==> src/verilog/cpu_pkg.sv <==
//////////////////////////////////////////////////////////////////////
// shared types and constants of the 8-bit accumulator core
// every unit refers to these through cpu_pkg:: scoped names
//////////////////////////////////////////////////////////////////////

package cpu_pkg;

  localparam logic [15:0] reset_pc = 16'h0400;
  localparam logic [7:0] zero_page_hi = 8'h00;

  typedef enum logic [2:0] {
    st_idle,
    st_fetch,
    st_operand,
    st_addr_hi,
    st_mem_read,
    st_mem_write,
    st_execute
  } cpu_state_e;

  // 6502 encodings of the kept instructions
  typedef enum logic [7:0] {
    op_lda_imm = 8'hA9,
    op_lda_zp  = 8'hA5,
    op_ldx_imm = 8'hA2,
    op_ldx_zp  = 8'hA6,
    op_ldy_imm = 8'hA0,
    op_ldy_zp  = 8'hA4,
    op_sta_zp  = 8'h85,
    op_stx_zp  = 8'h86,
    op_sty_zp  = 8'h84,
    op_ora_imm = 8'h09,
    op_ora_zp  = 8'h05,
    op_and_imm = 8'h29,
    op_and_zp  = 8'h25,
    op_eor_imm = 8'h49,
    op_eor_zp  = 8'h45,
    op_adc_imm = 8'h69,
    op_adc_zp  = 8'h65,
    op_sbc_imm = 8'hE9,
    op_sbc_zp  = 8'hE5,
    op_cmp_imm = 8'hC9,
    op_cmp_zp  = 8'hC5,
    op_tax     = 8'hAA,
    op_txa     = 8'h8A,
    op_tay     = 8'hA8,
    op_tya     = 8'h98,
    op_inx     = 8'hE8,
    op_iny     = 8'hC8,
    op_dex     = 8'hCA,
    op_dey     = 8'h88,
    op_clc     = 8'h18,
    op_sec     = 8'h38,
    op_jmp_abs = 8'h4C,
    op_nop     = 8'hEA
  } opcode_e;

  typedef enum logic [2:0] {alu_or, alu_and, alu_eor, alu_add, alu_sub, alu_pass_a} alu_op_e;
  typedef enum logic [1:0] {reg_a, reg_x, reg_y, reg_none} reg_sel_e;
  typedef enum logic [1:0] {am_implied, am_immediate, am_zero_page, am_absolute} amode_e;
  typedef enum logic [1:0] {cin_zero, cin_one, cin_flag} cin_sel_e;

  typedef struct packed {
    amode_e amode;
    alu_op_e op;
    reg_sel_e src;
    reg_sel_e dst;
    cin_sel_e cin;
    logic writes_mem;
    logic sets_nz;
    logic sets_cv;
    logic set_carry;
    logic clear_carry;
    logic is_jump;
  } decoded_t;

  // what every unknown byte turns into
  localparam decoded_t dec_nop = '{
    amode: am_implied,
    op: alu_pass_a,
    src: reg_none,
    dst: reg_none,
    cin: cin_zero,
    writes_mem: 1'b0,
    sets_nz: 1'b0,
    sets_cv: 1'b0,
    set_carry: 1'b0,
    clear_carry: 1'b0,
    is_jump: 1'b0
  };

  typedef struct packed {
    logic n;
    logic v;
    logic z;
    logic c;
  } p_flags_t;

  typedef struct packed {
    logic [7:0] value;
    logic carry;
    logic overflow;
  } alu_result_t;

  typedef struct packed {
    logic cyc;
    logic stb;
    logic we;
    logic [15:0] adr;
    logic [7:0] dat;
  } wb_m2s_t;

  typedef struct packed {
    logic ack;
    logic [7:0] dat;
  } wb_s2m_t;

endpackage

==> src/verilog/op_decoder.sv <==
//////////////////////////////////////////////////////////////////////
// opcode decode, purely combinational
// fed by the sequencer's opcode byte, result steers sequencer and regs
//////////////////////////////////////////////////////////////////////

`timescale 1ns/1ps

module op_decoder (
  input logic [7:0] opcode,
  output cpu_pkg::decoded_t dec
);

  // accumulator style row, always updates n and z
  function automatic cpu_pkg::decoded_t alu_row(
    input cpu_pkg::alu_op_e op,
    input cpu_pkg::reg_sel_e src,
    input cpu_pkg::reg_sel_e dst,
    input cpu_pkg::cin_sel_e cin,
    input logic sets_cv
  );
    cpu_pkg::decoded_t d;
    d = cpu_pkg::dec_nop;
    d.op = op;
    d.src = src;
    d.dst = dst;
    d.cin = cin;
    d.sets_nz = 1'b1;
    d.sets_cv = sets_cv;
    return d;
  endfunction

  always_comb begin
    dec = cpu_pkg::dec_nop;
    case (cpu_pkg::opcode_e'(opcode))
      // loads pass b through an add with a = 0
      cpu_pkg::op_lda_imm, cpu_pkg::op_lda_zp:
        dec = alu_row(cpu_pkg::alu_add, cpu_pkg::reg_none, cpu_pkg::reg_a,
                      cpu_pkg::cin_zero, 1'b0);
      cpu_pkg::op_ldx_imm, cpu_pkg::op_ldx_zp:
        dec = alu_row(cpu_pkg::alu_add, cpu_pkg::reg_none, cpu_pkg::reg_x,
                      cpu_pkg::cin_zero, 1'b0);
      cpu_pkg::op_ldy_imm, cpu_pkg::op_ldy_zp:
        dec = alu_row(cpu_pkg::alu_add, cpu_pkg::reg_none, cpu_pkg::reg_y,
                      cpu_pkg::cin_zero, 1'b0);
      cpu_pkg::op_ora_imm, cpu_pkg::op_ora_zp:
        dec = alu_row(cpu_pkg::alu_or, cpu_pkg::reg_a, cpu_pkg::reg_a,
                      cpu_pkg::cin_zero, 1'b0);
      cpu_pkg::op_and_imm, cpu_pkg::op_and_zp:
        dec = alu_row(cpu_pkg::alu_and, cpu_pkg::reg_a, cpu_pkg::reg_a,
                      cpu_pkg::cin_zero, 1'b0);
      cpu_pkg::op_eor_imm, cpu_pkg::op_eor_zp:
        dec = alu_row(cpu_pkg::alu_eor, cpu_pkg::reg_a, cpu_pkg::reg_a,
                      cpu_pkg::cin_zero, 1'b0);
      cpu_pkg::op_adc_imm, cpu_pkg::op_adc_zp:
        dec = alu_row(cpu_pkg::alu_add, cpu_pkg::reg_a, cpu_pkg::reg_a,
                      cpu_pkg::cin_flag, 1'b1);
      cpu_pkg::op_sbc_imm, cpu_pkg::op_sbc_zp:
        dec = alu_row(cpu_pkg::alu_sub, cpu_pkg::reg_a, cpu_pkg::reg_a,
                      cpu_pkg::cin_flag, 1'b1);
      // compare is a subtract that keeps A
      cpu_pkg::op_cmp_imm, cpu_pkg::op_cmp_zp:
        dec = alu_row(cpu_pkg::alu_sub, cpu_pkg::reg_a, cpu_pkg::reg_none,
                      cpu_pkg::cin_one, 1'b1);
      cpu_pkg::op_tax:
        dec = alu_row(cpu_pkg::alu_pass_a, cpu_pkg::reg_a, cpu_pkg::reg_x,
                      cpu_pkg::cin_zero, 1'b0);
      cpu_pkg::op_txa:
        dec = alu_row(cpu_pkg::alu_pass_a, cpu_pkg::reg_x, cpu_pkg::reg_a,
                      cpu_pkg::cin_zero, 1'b0);
      cpu_pkg::op_tay:
        dec = alu_row(cpu_pkg::alu_pass_a, cpu_pkg::reg_a, cpu_pkg::reg_y,
                      cpu_pkg::cin_zero, 1'b0);
      cpu_pkg::op_tya:
        dec = alu_row(cpu_pkg::alu_pass_a, cpu_pkg::reg_y, cpu_pkg::reg_a,
                      cpu_pkg::cin_zero, 1'b0);
      // b is 0 here, so +1 via carry in and -1 via ~0
      cpu_pkg::op_inx:
        dec = alu_row(cpu_pkg::alu_add, cpu_pkg::reg_x, cpu_pkg::reg_x,
                      cpu_pkg::cin_one, 1'b0);
      cpu_pkg::op_iny:
        dec = alu_row(cpu_pkg::alu_add, cpu_pkg::reg_y, cpu_pkg::reg_y,
                      cpu_pkg::cin_one, 1'b0);
      cpu_pkg::op_dex:
        dec = alu_row(cpu_pkg::alu_sub, cpu_pkg::reg_x, cpu_pkg::reg_x,
                      cpu_pkg::cin_zero, 1'b0);
      cpu_pkg::op_dey:
        dec = alu_row(cpu_pkg::alu_sub, cpu_pkg::reg_y, cpu_pkg::reg_y,
                      cpu_pkg::cin_zero, 1'b0);
      cpu_pkg::op_sta_zp: begin
        dec.src = cpu_pkg::reg_a;
        dec.writes_mem = 1'b1;
      end
      cpu_pkg::op_stx_zp: begin
        dec.src = cpu_pkg::reg_x;
        dec.writes_mem = 1'b1;
      end
      cpu_pkg::op_sty_zp: begin
        dec.src = cpu_pkg::reg_y;
        dec.writes_mem = 1'b1;
      end
      cpu_pkg::op_clc: dec.clear_carry = 1'b1;
      cpu_pkg::op_sec: dec.set_carry = 1'b1;
      cpu_pkg::op_jmp_abs: dec.is_jump = 1'b1;
      cpu_pkg::op_nop: dec = cpu_pkg::dec_nop;
      default: dec = cpu_pkg::dec_nop;
    endcase

    case (cpu_pkg::opcode_e'(opcode))
      cpu_pkg::op_lda_imm, cpu_pkg::op_ldx_imm, cpu_pkg::op_ldy_imm,
      cpu_pkg::op_ora_imm, cpu_pkg::op_and_imm, cpu_pkg::op_eor_imm,
      cpu_pkg::op_adc_imm, cpu_pkg::op_sbc_imm, cpu_pkg::op_cmp_imm:
        dec.amode = cpu_pkg::am_immediate;
      cpu_pkg::op_lda_zp, cpu_pkg::op_ldx_zp, cpu_pkg::op_ldy_zp,
      cpu_pkg::op_ora_zp, cpu_pkg::op_and_zp, cpu_pkg::op_eor_zp,
      cpu_pkg::op_adc_zp, cpu_pkg::op_sbc_zp, cpu_pkg::op_cmp_zp,
      cpu_pkg::op_sta_zp, cpu_pkg::op_stx_zp, cpu_pkg::op_sty_zp:
        dec.amode = cpu_pkg::am_zero_page;
      cpu_pkg::op_jmp_abs: dec.amode = cpu_pkg::am_absolute;
      default: dec.amode = cpu_pkg::am_implied;
    endcase

    // sequencer leaves the operand state by exactly one of these paths
    assert (!(dec.writes_mem && dec.is_jump))
      else $error("decoder: store and jump both set for opcode %h", opcode);
  end

endmodule

==> src/verilog/alu8.sv <==
//////////////////////////////////////////////////////////////////////
// 8-bit ALU, logic ops plus add and subtract with carry in
// overflow follows the 6502 rule on the signed result
//////////////////////////////////////////////////////////////////////

`timescale 1ns/1ps

module alu8 (
  input cpu_pkg::alu_op_e op,
  input logic [7:0] a,
  input logic [7:0] b,
  input logic cin,
  output cpu_pkg::alu_result_t res
);

  logic [7:0] b_eff;
  logic [8:0] sum;

  always_comb begin
    // subtract is a + ~b + cin
    b_eff = (op == cpu_pkg::alu_sub) ? ~b : b;
    sum = {1'b0, a} + {1'b0, b_eff} + {8'h00, cin};
    res.carry = 1'b0;
    res.overflow = 1'b0;
    case (op)
      cpu_pkg::alu_or: res.value = a | b;
      cpu_pkg::alu_and: res.value = a & b;
      cpu_pkg::alu_eor: res.value = a ^ b;
      cpu_pkg::alu_add, cpu_pkg::alu_sub: begin
        res.value = sum[7:0];
        res.carry = sum[8];
        // same input signs but result sign flipped
        res.overflow = (a[7] == b_eff[7]) && (sum[7] != a[7]);
      end
      default: res.value = a;
    endcase
  end

endmodule

==> src/verilog/reg_file.sv <==
//////////////////////////////////////////////////////////////////////
// A, X, Y and the N V Z C flags, with the ALU feeding writeback
// updates once per instruction, on the edge that ends execute
//////////////////////////////////////////////////////////////////////

`timescale 1ns/1ps

module reg_file (
  input logic CLK,
  input logic R,
  input cpu_pkg::decoded_t dec,
  input logic [7:0] operand,
  input logic wb_en,
  output logic [7:0] store_data,
  output cpu_pkg::p_flags_t flags
);

  logic [7:0] acc;
  logic [7:0] x_reg;
  logic [7:0] y_reg;
  logic [7:0] alu_a;
  logic [7:0] alu_b;
  logic cin;
  cpu_pkg::alu_result_t res;

  always_comb begin
    case (dec.src)
      cpu_pkg::reg_a: alu_a = acc;
      cpu_pkg::reg_x: alu_a = x_reg;
      cpu_pkg::reg_y: alu_a = y_reg;
      default: alu_a = 8'h00;
    endcase
    case (dec.cin)
      cpu_pkg::cin_one: cin = 1'b1;
      cpu_pkg::cin_flag: cin = flags.c;
      default: cin = 1'b0;
    endcase
    // implied ops see b = 0, counters rely on it
    alu_b = (dec.amode == cpu_pkg::am_implied) ? 8'h00 : operand;
  end

  assign store_data = alu_a;

  alu8 i_alu (
    .op(dec.op),
    .a(alu_a),
    .b(alu_b),
    .cin(cin),
    .res(res)
  );

  always_ff @(posedge CLK or posedge R) begin
    if (R) begin
      acc <= 8'h00;
      x_reg <= 8'h00;
      y_reg <= 8'h00;
      flags <= '0;
    end else if (wb_en) begin
      case (dec.dst)
        cpu_pkg::reg_a: acc <= res.value;
        cpu_pkg::reg_x: x_reg <= res.value;
        cpu_pkg::reg_y: y_reg <= res.value;
        default: ;
      endcase
      if (dec.sets_nz) begin
        flags.n <= res.value[7];
        flags.z <= (res.value == 8'h00);
      end
      if (dec.sets_cv) begin
        flags.c <= res.carry;
        // compare leaves V alone
        if (dec.dst != cpu_pkg::reg_none)
          flags.v <= res.overflow;
      end
      if (dec.set_carry)
        flags.c <= 1'b1;
      if (dec.clear_carry)
        flags.c <= 1'b0;
    end
  end

  // sequencer only strobes writeback for instructions that change state
  assert property (@(posedge CLK) disable iff (R)
    wb_en |-> (dec.dst != cpu_pkg::reg_none) || dec.sets_nz ||
              dec.set_carry || dec.clear_carry);

endmodule

==> src/verilog/cpu_sequencer.sv <==
//////////////////////////////////////////////////////////////////////
// instruction sequencer and Wishbone classic master
// one bus cycle per state, advances on ack, one idle clock between
//////////////////////////////////////////////////////////////////////

`timescale 1ns/1ps

module cpu_sequencer (
  input logic CLK,
  input logic R,
  input cpu_pkg::wb_s2m_t bus_in,
  input logic [7:0] store_data,
  output cpu_pkg::wb_m2s_t bus_out,
  output logic [7:0] opcode,
  output logic [7:0] operand,
  output logic wb_en,
  input cpu_pkg::decoded_t dec
);

  cpu_pkg::cpu_state_e state;
  cpu_pkg::cpu_state_e next_state;
  logic [15:0] pc;
  logic [7:0] opcode_q;
  logic cyc;
  logic done;

  assign done = cyc && bus_in.ack;

  // decoder already sees the new byte in the fetch ack cycle
  assign opcode = (state == cpu_pkg::st_fetch && done) ? bus_in.dat : opcode_q;

  assign wb_en = (state == cpu_pkg::st_execute) &&
                 ((dec.dst != cpu_pkg::reg_none) || dec.sets_nz ||
                  dec.set_carry || dec.clear_carry);

  always_comb begin
    bus_out.cyc = cyc;
    bus_out.stb = cyc;
    bus_out.we = (state == cpu_pkg::st_mem_write);
    bus_out.dat = (state == cpu_pkg::st_mem_write) ? store_data : 8'h00;
    if (state == cpu_pkg::st_mem_read || state == cpu_pkg::st_mem_write)
      bus_out.adr = {cpu_pkg::zero_page_hi, operand};
    else
      bus_out.adr = pc;
  end

  always_comb begin
    case (state)
      cpu_pkg::st_fetch:
        next_state = (dec.amode == cpu_pkg::am_implied) ? cpu_pkg::st_execute
                                                         : cpu_pkg::st_operand;
      cpu_pkg::st_operand: begin
        if (dec.is_jump)
          next_state = cpu_pkg::st_addr_hi;
        else if (dec.amode == cpu_pkg::am_immediate)
          next_state = cpu_pkg::st_execute;
        else if (dec.writes_mem)
          next_state = cpu_pkg::st_mem_write;
        else
          next_state = cpu_pkg::st_mem_read;
      end
      cpu_pkg::st_mem_read: next_state = cpu_pkg::st_execute;
      default: next_state = cpu_pkg::st_fetch;
    endcase
  end

  always_ff @(posedge CLK or posedge R) begin
    if (R) begin
      state <= cpu_pkg::st_idle;
      cyc <= 1'b0;
      pc <= cpu_pkg::reset_pc;
    end else begin
      case (state)
        cpu_pkg::st_idle, cpu_pkg::st_execute: begin
          state <= next_state;
          cyc <= 1'b1;
        end
        default: begin
          if (!cyc) begin
            cyc <= 1'b1;
          end else if (bus_in.ack) begin
            cyc <= 1'b0;
            state <= next_state;
            if (state == cpu_pkg::st_fetch || state == cpu_pkg::st_operand)
              pc <= pc + 16'd1;
            else if (state == cpu_pkg::st_addr_hi)
              pc <= {bus_in.dat, operand};
          end
        end
      endcase
    end
  end

  // mem_read overwrites the zero-page address with the data byte
  always_ff @(posedge CLK) begin
    if (done && state == cpu_pkg::st_fetch)
      opcode_q <= bus_in.dat;
    if (done && (state == cpu_pkg::st_operand || state == cpu_pkg::st_mem_read))
      operand <= bus_in.dat;
  end

  // cycle ends in the clock after ack
  assert property (@(posedge CLK) disable iff (R)
    bus_out.stb && bus_in.ack |=> !bus_out.stb && !bus_out.cyc);

  assert property (@(posedge CLK) disable iff (R)
    bus_out.stb && !bus_in.ack |=> $stable({bus_out.adr, bus_out.we, bus_out.dat}));

endmodule

==> src/verilog/cpu_top.sv <==
//////////////////////////////////////////////////////////////////////
// top of the accumulator core
// Wishbone classic master on bus_out/bus_in, flags on status
//////////////////////////////////////////////////////////////////////

`timescale 1ns/1ps

module cpu_top (
  input logic CLK,
  input logic R,
  output cpu_pkg::wb_m2s_t bus_out,
  input cpu_pkg::wb_s2m_t bus_in,
  output cpu_pkg::p_flags_t status
);

  cpu_pkg::decoded_t dec;
  logic [7:0] opcode;
  logic [7:0] operand;
  logic [7:0] store_data;
  logic wb_en;

  cpu_sequencer i_seq (
    .CLK(CLK),
    .R(R),
    .bus_in(bus_in),
    .store_data(store_data),
    .bus_out(bus_out),
    .opcode(opcode),
    .operand(operand),
    .wb_en(wb_en),
    .dec(dec)
  );

  op_decoder i_dec (
    .opcode(opcode),
    .dec(dec)
  );

  reg_file i_regs (
    .CLK(CLK),
    .R(R),
    .dec(dec),
    .operand(operand),
    .wb_en(wb_en),
    .store_data(store_data),
    .flags(status)
  );

endmodule

==> config.mk <==
export PLATFORM = sky130hd
export DESIGN_NAME = cpu_top
export DESIGN_NICKNAME = d
export VERILOG_FILES = /design/src/verilog/cpu_pkg.sv /design/src/verilog/op_decoder.sv /design/src/verilog/alu8.sv /design/src/verilog/reg_file.sv /design/src/verilog/cpu_sequencer.sv /design/src/verilog/cpu_top.sv
export SDC_FILE = /design/constraint.sdc
export NUM_CORES = 1
export LEC_CHECK = 0
export ABC_AREA = 1
export BUFFER_PORTS_ARGS = -buffer_cell sky130_fd_sc_hd__buf_4
export CORE_ASPECT_RATIO = 0.5
export CORE_MARGIN = 4
export CORE_UTILIZATION = 62
export CTS_BUF_LIST = sky130_fd_sc_hd__clkbuf_4 sky130_fd_sc_hd__clkbuf_8
export DETAILED_ROUTE_END_ITERATION = 8
export GPL_ROUTABILITY_DRIVEN = 1
export PLACE_DENSITY = 0.82
export SYNTH_ARGS = -nofsm -noshare
export SYNTH_HDL_FRONTEND = slang
export SYNTH_SLANG_ARGS = --single-unit
==> constraint.sdc <==
create_clock -name CLK -period 5.63 [get_ports CLK]
set_input_delay 0.563 -clock CLK [delete_from_list [all_inputs] [get_ports CLK]]
set_output_delay 0.563 -clock CLK [all_outputs]
set_load 0.02 [all_outputs]
Word-level counts from Yosys, hierarchy flattened
Cells that the tools add are included.
{ "word_totals": {"reg_bits": 64, "latch_bits": 0, "mem_bits_rw": 0, "romBits": 0, "in_bits": 11, "elab_cells": 155, "n_memories": 0} }
{ "op_classes": {"addsub": 3, "n_mul": 0, "div_mod_pow": 0, "order_cmp": 0, "eq_ne": 52, "shift": 0, "n_mux": 34, "n_bitwise": 5, "n_reduce_logical": 49} }
{ "op_table": {"columns": ["op", "count"], "rows": [
  ["8-bit equality test (second input constant)", 21],
  ["16-bit 2-to-1 mux", 3],
  ["8-bit by 7-bit equality test with 1-bit output (second input constant)", 5],
  ["8-bit 2-to-1 mux", 4],
  ["8-bit case mux with 4 select lines", 1],
  ["4-bit case mux with 7 select lines", 1],
  ["8-bit by 6-bit equality test with 1-bit output (second input constant)", 3],
  ["8-bit case mux with 3 select lines", 1],
  ["10-bit OR reduction", 2],
  ["20-bit OR reduction", 1],
  ["4-bit OR reduction", 5],
  ["3-bit 2-to-1 mux", 6],
  ["16-bit by 1-bit adder with 16-bit output (second input constant)", 1],
  ["3-bit case mux with 5 select lines", 1],
  ["15-bit OR reduction", 1],
  ["3-bit by 2-bit equality test with 1-bit output (second input constant)", 4],
  ["3-bit equality test (second input constant)", 4],
  ["2-bit case mux with 3 select lines", 2],
  ["2-bit AND reduction", 6],
  ["12-bit OR reduction", 1],
  ["2-bit OR reduction", 6],
  ["6-bit OR reduction", 2],
  ["1-bit 2-to-1 mux", 11],
  ["8-bit by 8-bit adder with 9-bit output", 1],
  ["30 further kinds", 50]
]} }

Longest topological paths before layout
Gate-level depths: netlist of run 1.
{ "logic_depth": {"depth_word": 18, "mapped_depth": 34, "depth_no_buf": 33} }

Modules after synthesis
A second synthesis of run 1 with hierarchy kept.
{ "unflattened": {"hier_cells": 814, "hier_area_um2": 5405.2} }
{ "modules_own_cells": {"columns": ["module", "instances", "cells_each", "area_each_um2"], "rows": [
  ["cpu_sequencer", 1, 298, 2145.8],
  ["reg_file", 1, 181, 1450.1],
  ["alu8", 1, 185, 1054.8],
  ["op_decoder", 1, 150, 754.5]
]} }

Worst setup path after synthesis of run 1
OpenSTA, ideal clock, no wires.
{ "synth_timing": {"kind": "input-to-reg", "from": "input port bus_in[8] (netlist name)", "to": "register i_regs.flags[1] (netlist name)", "arrival_time_ns": 4.317, "path_slack_ns": 1.248, "path_stages": 32, "path_buffers": 2, "cell_sequence": "nand2_1 > inv_1 > buf_2 > nand3_2 > nand2_2 > inv_2 > nand2_4 > nor2_8 > buf_6 > nand2_2 > nand2_2 > a21oi_1 > o21ai_0 > nor2_1 > nand2_2 > nand2_1 > xor2_1 > fa_1 > inv_1 > fa_1 > o21ai_0 > a21oi_1 > o21ai_0 > xnor2_1 > inv_1 > nand2_1 > nand3_1 > nor2_2 > nand2_1 > nor2_1 > nand3_1 > nand2_1"} }
{ "synth_between": {"elab_chain_len": 14, "word_cells_on_any_way": 89, "classes_between": "add/sub: 2; eq/ne: 41; mux: 13; bitwise: 4; reduce/logical: 29"} }
{ "synth_lines": {"columns": ["element", "line_no", "rtl"], "rows": [
  ["start, declared", "cpu_top.sv:12", "input cpu_pkg::wb_s2m_t bus_in,"],
  ["1-bit logical AND (*)", "cpu_sequencer.sv:27", "assign done = cyc && bus_in.ack;"],
  ["1-bit logical AND (*)", "cpu_sequencer.sv:30", "assign opcode = (state == cpu_pkg::st_fetch && done) ? bus_in.dat : opcode_q;"],
  ["8-bit 2-to-1 mux (*)", "cpu_sequencer.sv:30", null],
  ["named net i_dec.opcode[2]", "op_decoder.sv:9", "input logic [7:0] opcode,"],
  ["8-bit equality test, or another cell as far along", "op_decoder.sv:34, op_decoder.sv:108", null],
  ["12-bit OR reduction or 9-bit OR reduction (tied branches)", "op_decoder.sv:108", "case (cpu_pkg::opcode_e'(opcode))"],
  ["2-bit case mux with 3 select lines", "op_decoder.sv:108", null],
  ["2-bit zero test", "reg_file.sv:39", "alu_b = (dec.amode == cpu_pkg::am_implied) ? 8'h00 : operand;"],
  ["8-bit 2-to-1 mux", "reg_file.sv:39", null],
  ["8-bit NOT", "alu8.sv:21", "b_eff = (op == cpu_pkg::alu_sub) ? ~b : b;"],
  ["8-bit 2-to-1 mux", "alu8.sv:21", null],
  ["8-bit by 8-bit adder with 9-bit output", "alu8.sv:22", "sum = {1'b0, a} + {1'b0, b_eff} + {8'h00, cin};"],
  ["9-bit by 1-bit adder with 9-bit output", "alu8.sv:22", null],
  ["8-bit case mux with 4 select lines", "alu8.sv:25", "case (op)"],
  ["8-bit zero test", "reg_file.sv:67", "flags.z <= (res.value == 8'h00);"],
  ["end, declared", "reg_file.sv:15", "output cpu_pkg::p_flags_t flags"]
]} }
Mark *: on every way through the listed nets, which the timed path passes. The rest lies on a longest branch.
A chain may end at the register's enable or synchronous reset.

Final worst setup path of run 1
{ "layout_timing": {"from": "register i_seq.cyc", "to": "register i_regs.flags[1] (netlist name)"} }
{ "layout_between": {"elab_chain_len": 14, "word_cells_on_any_way": 89, "classes_between": "add/sub: 2; eq/ne: 41; mux: 13; bitwise: 4; reduce/logical: 29"} }
{ "layout_lines": {"columns": ["element", "line_no", "rtl"], "rows": [
  ["start, declared", "cpu_sequencer.sv:24", "logic cyc;"],
  ["start signal, assigned", "cpu_sequencer.sv:70", "cyc <= 1'b0;"],
  ["start signal, assigned", "cpu_sequencer.sv:76", "cyc <= 1'b1;"],
  ["start signal, assigned", "cpu_sequencer.sv:80", "cyc <= 1'b1;"],
  ["1-bit logical AND (*)", "cpu_sequencer.sv:27", null],
  ["1-bit logical AND (*)", "cpu_sequencer.sv:30", null],
  ["8-bit 2-to-1 mux (*)", "cpu_sequencer.sv:30", null],
  ["named net i_dec.opcode[2]", "op_decoder.sv:9", null],
  ["8-bit equality test, or another cell as far along", "op_decoder.sv:34, op_decoder.sv:108", null],
  ["12-bit OR reduction or 9-bit OR reduction (tied branches)", "op_decoder.sv:108", null],
  ["2-bit case mux with 3 select lines", "op_decoder.sv:108", null],
  ["2-bit zero test", "reg_file.sv:39", null],
  ["8-bit 2-to-1 mux", "reg_file.sv:39", null],
  ["8-bit NOT", "alu8.sv:21", null],
  ["8-bit 2-to-1 mux", "alu8.sv:21", null],
  ["8-bit by 8-bit adder with 9-bit output", "alu8.sv:22", null],
  ["9-bit by 1-bit adder with 9-bit output", "alu8.sv:22", null],
  ["8-bit case mux with 4 select lines", "alu8.sv:25", null],
  ["8-bit zero test", "reg_file.sv:67", null]
]} }
Marks and branches as above.

==> flow_summary.ini, run 1 <==
[run_status]
outcome = completed

[synthesis]
synth_top_cell_area_share = 0.2239
avgSynthCellArea_sq_um = 7.117
synth.area.top_cells = dfrtp_1 22%, nand2_1 12%, inv_1 6.9%, ha_1 6.2%, nor2_1 5.4%
yosys_most_used_dff = dfrtp_1
syn-cell-area_sq_um = 5253
yosysUniqueCellTypes = 49
syn_inst = 738
synth_edf_count = 8
synth_nets = 777
synth-seq-cells = 64
ys_seq_area_frac = 0.3051
async_flop_share = 0.7500
synth_area_leader_cell = dfrtp_1
synth_warnings = 0

[sta]
setup_violations = 0
finalMaxSlewViolations = 0
finalCritPeriodShare = 0.8973
worst_pin_slew_ns = 1.055
rsz0062_at_grt = no
period_needed_ns = 5.052
finClkSkew_ns = 0.009865
whs_ns = 0.4083
clock.fmax_mhz = 198.0
maxSlewHeadroom = 0.2958
hold_viol = 0
fin_tns_setup_ns = 0

[cts]
numCtsBuffers = 9
cts_resized = 0
max-clock-path-buffers = 2
cts_tree = done
clk_latency_ns = 0.35
cts-root-buf = clkbuf_8
cts.sinks = 64
htree_num_levels = 3
cts_hold_buf = 0
postCtsSetupBuffers = 0
clk_pin_slew_ns = 0.08

[finish]
syn_to_final_growth_pct = 10.70
largest_reg_flops = 16
top_register = i_seq.pc
final_layout_size_suffix_gt1_frac = 0.2000
final_nets = 814
antenna_cells = 0

[critical_path]
setup.worst_path.end_class = flip-flop
crit_type = flip-flop to flip-flop
critPathArrivalTime_ns = 5.35
crit_slowest_cell = fa_1
crit_fanout = 13
crit_path_frequent_cell = nand2_1
worstPathRequired_ns = 5.92
critical_path.max_stage_delay_ns = 0.40
start_kind = flip-flop

[drt]
vias = 4903
postRouteAntennaNets = 0
drt_first_iter_violations = 344
firstDrtPassIters = 5
wl_per_cell_microns = 14.28
viasPerCell = 5.497
remaining_drc_errors = 0
wirelength_mm = 12.74

[grt]
grt_pass1_wl_mm = 21.60
grt.total_usage = 0.2634
grt_pass1_vias = 4612
grt_max_degree = 49
grt_antenna_before_repair = 0
grt-ovfl-total = 0

[flow_run]
maxCapViolations = 0

[die]
ios = 42
coreArea_sq_um = 8115
die_h_microns = 73.09
fp.dieArea_sq_um = 10100
die_w_microns = 138.2
initial_core_util = 0.6472
row_count = 23

[placed_design]
hpwl_mm = 9.901
port_buffers = 41
routabilityCongestion = 0.9781

[min_path]
min_path_type = primary input to flip-flop

[power_and_ir_drop]
totalPowerFinal_mw = 2.517
ir_drop_mv = 0.3073
powerDensity_nw_per_um2 = 432.9
p_leak_nw = 2.947
[kinds of logic after synthesis]
| logic type | synth area share |
|---|---|
| buffers and inverters | 0.1058 |
| xor gates and xnor gates | 0.03668 |
| adders and majority gates | 0.06956 |
| and+or+nand+nor | 0.3361 |
| AOI/OAI and AO/OA | 0.1467 |
| DFF | 0.3051 |
[critical path, delay by kind of cell, from the launching register on]
family	cells	cell delay [ns]
adders and majority gates	2	0.62
and+or+nand+nor	18	2.37
DFF	1	0.37
AOI/OAI and AO/OA	5	0.78
buffers and inverters	4	0.51
xor gates and xnor gates	2	0.35
[cells in the final DEF (no fill, tap or decap), types with 8 or more instances in the layout]
cell / netlist / routed
buf_4: 2 / 43
edfxtp_1: 8 / 8
nor3_1: 10 / 9
dfrtp_1: 47 / 47
ha_1: 26 / 26
nand2_2: 26 / 26
dfxtp_1: 8 / 8
nand3_1: 33 / 33
nor2_1: 75 / 75
a21oi_1: 26 / 26
inv_1: 96 / 95
o21ai_0: 50 / 50
clkbuf_8: 0 / 9
nor2_2: 12 / 12
nand2_1: 168 / 168
o21ai_2: 10 / 10
nand4_1: 8 / 8
inv_2: 16 / 17
o21ai_1: 16 / 16
xor2_1: 18 / 18
[Yosys cell counts (10+ instances only)]
master and count:
nand2_1 168, inv_1 96, nor2_1 75, o21ai_0 50
dfrtp_1 47, nand3_1 33, a21oi_1 26, ha_1 26
nand2_2 26, xor2_1 18, inv_2 16, o21ai_1 16
nor2_2 12, nor3_1 10, o21ai_2 10
[layer usage]
| layer | track usage | vias up | share of wire |
|---|---|---|---|
| met2 | 0.4406 | 177 | 0.45 |
| met4 | 0.07667 | 0 | 0.012 |
| li1 | - | 2437 | - |
| met1 | 0.3496 | 2271 | 0.47 |
| met5 | 0 | - | 0 |
| met3 | 0.05890 | 18 | 0.069 |
[layout make-up]
class | count | area, sq um
timing repair buffer | 43 | 322.8
tap | 112 | 140.1
inverter | 115 | 437.9
multi-input combinational | 542 | 3099
clock inverter | 5 | 72.57
clock buffer | 11 | 138.9
sequential | 64 | 1603
fill | 694 | 2301
[power by group]
part	switching (mW)	internal [mW]	total [mW]
clock	0.181	0.256	0.437
combinational	0.950	0.449	1.40
sequential	0.0941	0.587	0.681
[worst paths after layout]
path	startpoint	endpoint	slack, ns	depth (start not counted)
worst min-delay path	bus_in[1]	i_seq.operand[1]$_DFFE_PP_	0.41	1
max in group asynchronous	R	i_regs.y_reg[7]$_DFFE_PP0P_	4.50	2
min in group asynchronous	R	i_seq.cyc$_DFF_PP0_	0.47	2
worst max register to register	i_seq.cyc$_DFF_PP0_	i_regs.flags[1]$_DFFE_PP0P_	0.58	31
worst min register to register	i_regs.y_reg[2]$_DFFE_PP0P_	i_regs.y_reg[2]$_DFFE_PP0P_	0.49	2
worst max-delay path	i_seq.cyc$_DFF_PP0_	i_regs.flags[1]$_DFFE_PP0P_	0.58	31
[per-stage QoR]
stage / utilization / area (sq um) / setup slack [ns] / std cells
after floorplan: - / 5253 / 1.248 / 738
after global placement: 0.6904 / 5603 / 0.5419 / 876
after detailed placement: 0.6904 / 5603 / 0.4230 / 876
after CTS: 0.7165 / 5814 / 0.6274 / 892
after global routing: 0.7165 / 5814 / 0.02184 / 892
final: 0.7165 / 5814 / 0.5783 / 892
No activity file was read; power rests on OpenSTA's default activity.
==> inputs of run 2 (changes only) <==
==> constraint.sdc (replaced) <==
create_clock -name CLK -period 5.63 [get_ports CLK]
set_input_delay 0.2815 -clock CLK [delete_from_list [all_inputs] [get_ports CLK]]
set_output_delay 0.2815 -clock CLK [all_outputs]
set_load 0.02 [all_outputs]
==> flow_summary.ini, run 2 (synthesis gave the netlist of run 1 again) <==
[finish]
final_layout_size_suffix_gt1_frac = 0.2013
finalNonFillerCells = 892
top_register = i_seq.pc
antenna_cells = 0
largest_reg_flops = 16
mostFrequentLayoutCells = 168 x nand2_1, 95 x inv_1, 75 x nor2_1
mostFrequentLayoutCell = nand2_1
fillers = 723
final_nets = 814
syn_to_final_growth_pct = 10.55

[sta]
finalMaxSlewViolations = 0
finalCritPeriodShare = 0.8895
finalWorstSetupSlack_ns = 0.6219
setup_violations = 0
fin_tns_setup_ns = 0
worst_pin_slew_ns = 1.044
period_needed_ns = 5.008
rsz0062_at_grt = no
maxSlewHeadroom = 0.3029
finClkSkew_ns = 0.008461
clock.fmax_mhz = 199.7
hold_viol = 0

[power_and_ir_drop]
combPwrFrac = 0.565
p_leak_nw = 2.943
totalPowerFinal_mw = 2.493
powerDensity_nw_per_um2 = 429.4
p_sw_mw = 1.232
clkPwrFrac = 0.162
p_int_mw = 1.261
ir_drop_mv = 0.3346
power_switching_share = 0.4942
p_seq_frac = 0.273

[grt]
grt_max_degree = 49
grt_antenna_before_repair = 0
grt-ovfl-total = 0
grt.total_usage = 0.2637
grt_pass1_wl_mm = 21.47
grt_pass1_vias = 4701

[drt]
route.met2.wl_mm = 5.916
wl_met3_microns = 737
wl_per_cell_microns = 14.48
firstDrtPassIters = 5
drt_first_iter_violations = 416
wirelength_mm = 12.91
remaining_drc_errors = 0
wirelength_met1_mm = 6.074
vias = 4850
postRouteAntennaNets = 0
dr.max_layer_used = met4
viasPerCell = 5.437

[cts]
postCtsSetupBuffers = 0
cts_tree = done
cts_resized = 0
max-clock-path-buffers = 2
clk_latency_ns = 0.35
cts_hold_buf = 0
clk_pin_slew_ns = 0.07
numCtsBuffers = 9
cts-root-buf = clkbuf_8
htree_num_levels = 3
cts.sinks = 64

[placed_design]
port_buffers = 41
place_inst = 876
hpwl_mm = 10.05
pre_cts_slack_ns = 0.5405
routabilityCongestion = 0.9670

[die]
die_w_microns = 138.2
coreArea_sq_um = 8115
fp.dieArea_sq_um = 10100
initial_core_util = 0.6472
ios = 42
die_h_microns = 73.09
row_count = 23

[critical_path]
setup.worst_path.end_class = flip-flop
crit_fanout = 13
critical_path.max_stage_delay_ns = 0.40
critPathArrivalTime_ns = 5.30
start_kind = flip-flop
crit_start = i_seq.cyc$_DFF_PP0_
worstPathRequired_ns = 5.92
crit_slowest_cell = fa_1
crit_type = flip-flop to flip-flop
crit_path_frequent_cell = nand2_1
timing.rr.start = i_seq.cyc$_DFF_PP0_

[flow_run]
maxCapViolations = 0

[run_status]
outcome = completed

[min_path]
hold_start = bus_in[1]
min_path_type = primary input to flip-flop
-- run 2: critical path: cells and delay by family, from the launching register on --
family	cells	cell delay, ns
compound gates	5	0.81
xor+xnor	2	0.38
fa+ha+maj	2	0.65
buf+inv	4	0.54
flops	1	0.36
simple gates	18	2.22
-- run 2: final timing paths --
check	endpoint	slack (ns)	cells after the start
hold / removal	i_seq.operand[1]$_DFFE_PP_	0.13	1
setup reg to reg	i_regs.flags[1]$_DFFE_PP0P_	0.62	31
min in group asynchronous	i_seq.state[1]$_DFFE_PP0P_	0.19	2
max in group asynchronous	i_regs.acc[2]$_DFFE_PP0P_	4.79	2
hold reg to reg	i_regs.y_reg[2]$_DFFE_PP0P_	0.49	2
setup / recovery	i_regs.flags[1]$_DFFE_PP0P_	0.62	31
-- run 2: layer usage --
metal	vias to the layer above	global-route usage
li1	2437	-
met1	2258	0.3414
met5	-	0
met3	21	0.06545
met4	0	0.07338
met2	134	0.4487
-- run 2: stage by stage --
| step | utilization | hold slack, ns | cell area, sq um |
|---|---|---|---|
| after floorplan | - | 0.3804 | 5253 |
| after global placement | 0.6904 | 0.4660 | 5603 |
| after detailed placement | 0.6904 | 0.4728 | 5603 |
| after CTS | 0.7146 | 0.1078 | 5799 |
| after global routing | 0.7155 | 0.09829 | 5807 |
| final | 0.7155 | 0.1269 | 5807 |
-- run 2: final cells by class --
cell class / count / area, sq um / area share
tap: 112 / 140.1 / 0.02413
multi-input combinational: 542 / 3107 / 0.5350
clock buffer: 12 / 152.6 / 0.02629
clock inverter: 4 / 43.79 / 0.007541
sequential: 64 / 1603 / 0.2760
timing repair buffer: 43 / 322.8 / 0.05559
inverter: 115 / 437.9 / 0.07541
-- run 2: power groups by stage --
stage	Clock (mW)	Combinational [mW]	Sequential, mW
after global routing	0.430	1.57	0.693
after CTS	0.409	1.40	0.677
after detailed placement	0	1.40	0.685
final	0.403	1.41	0.682
after floorplan	0	1.06	0.665
after global placement	0	1.36	0.682
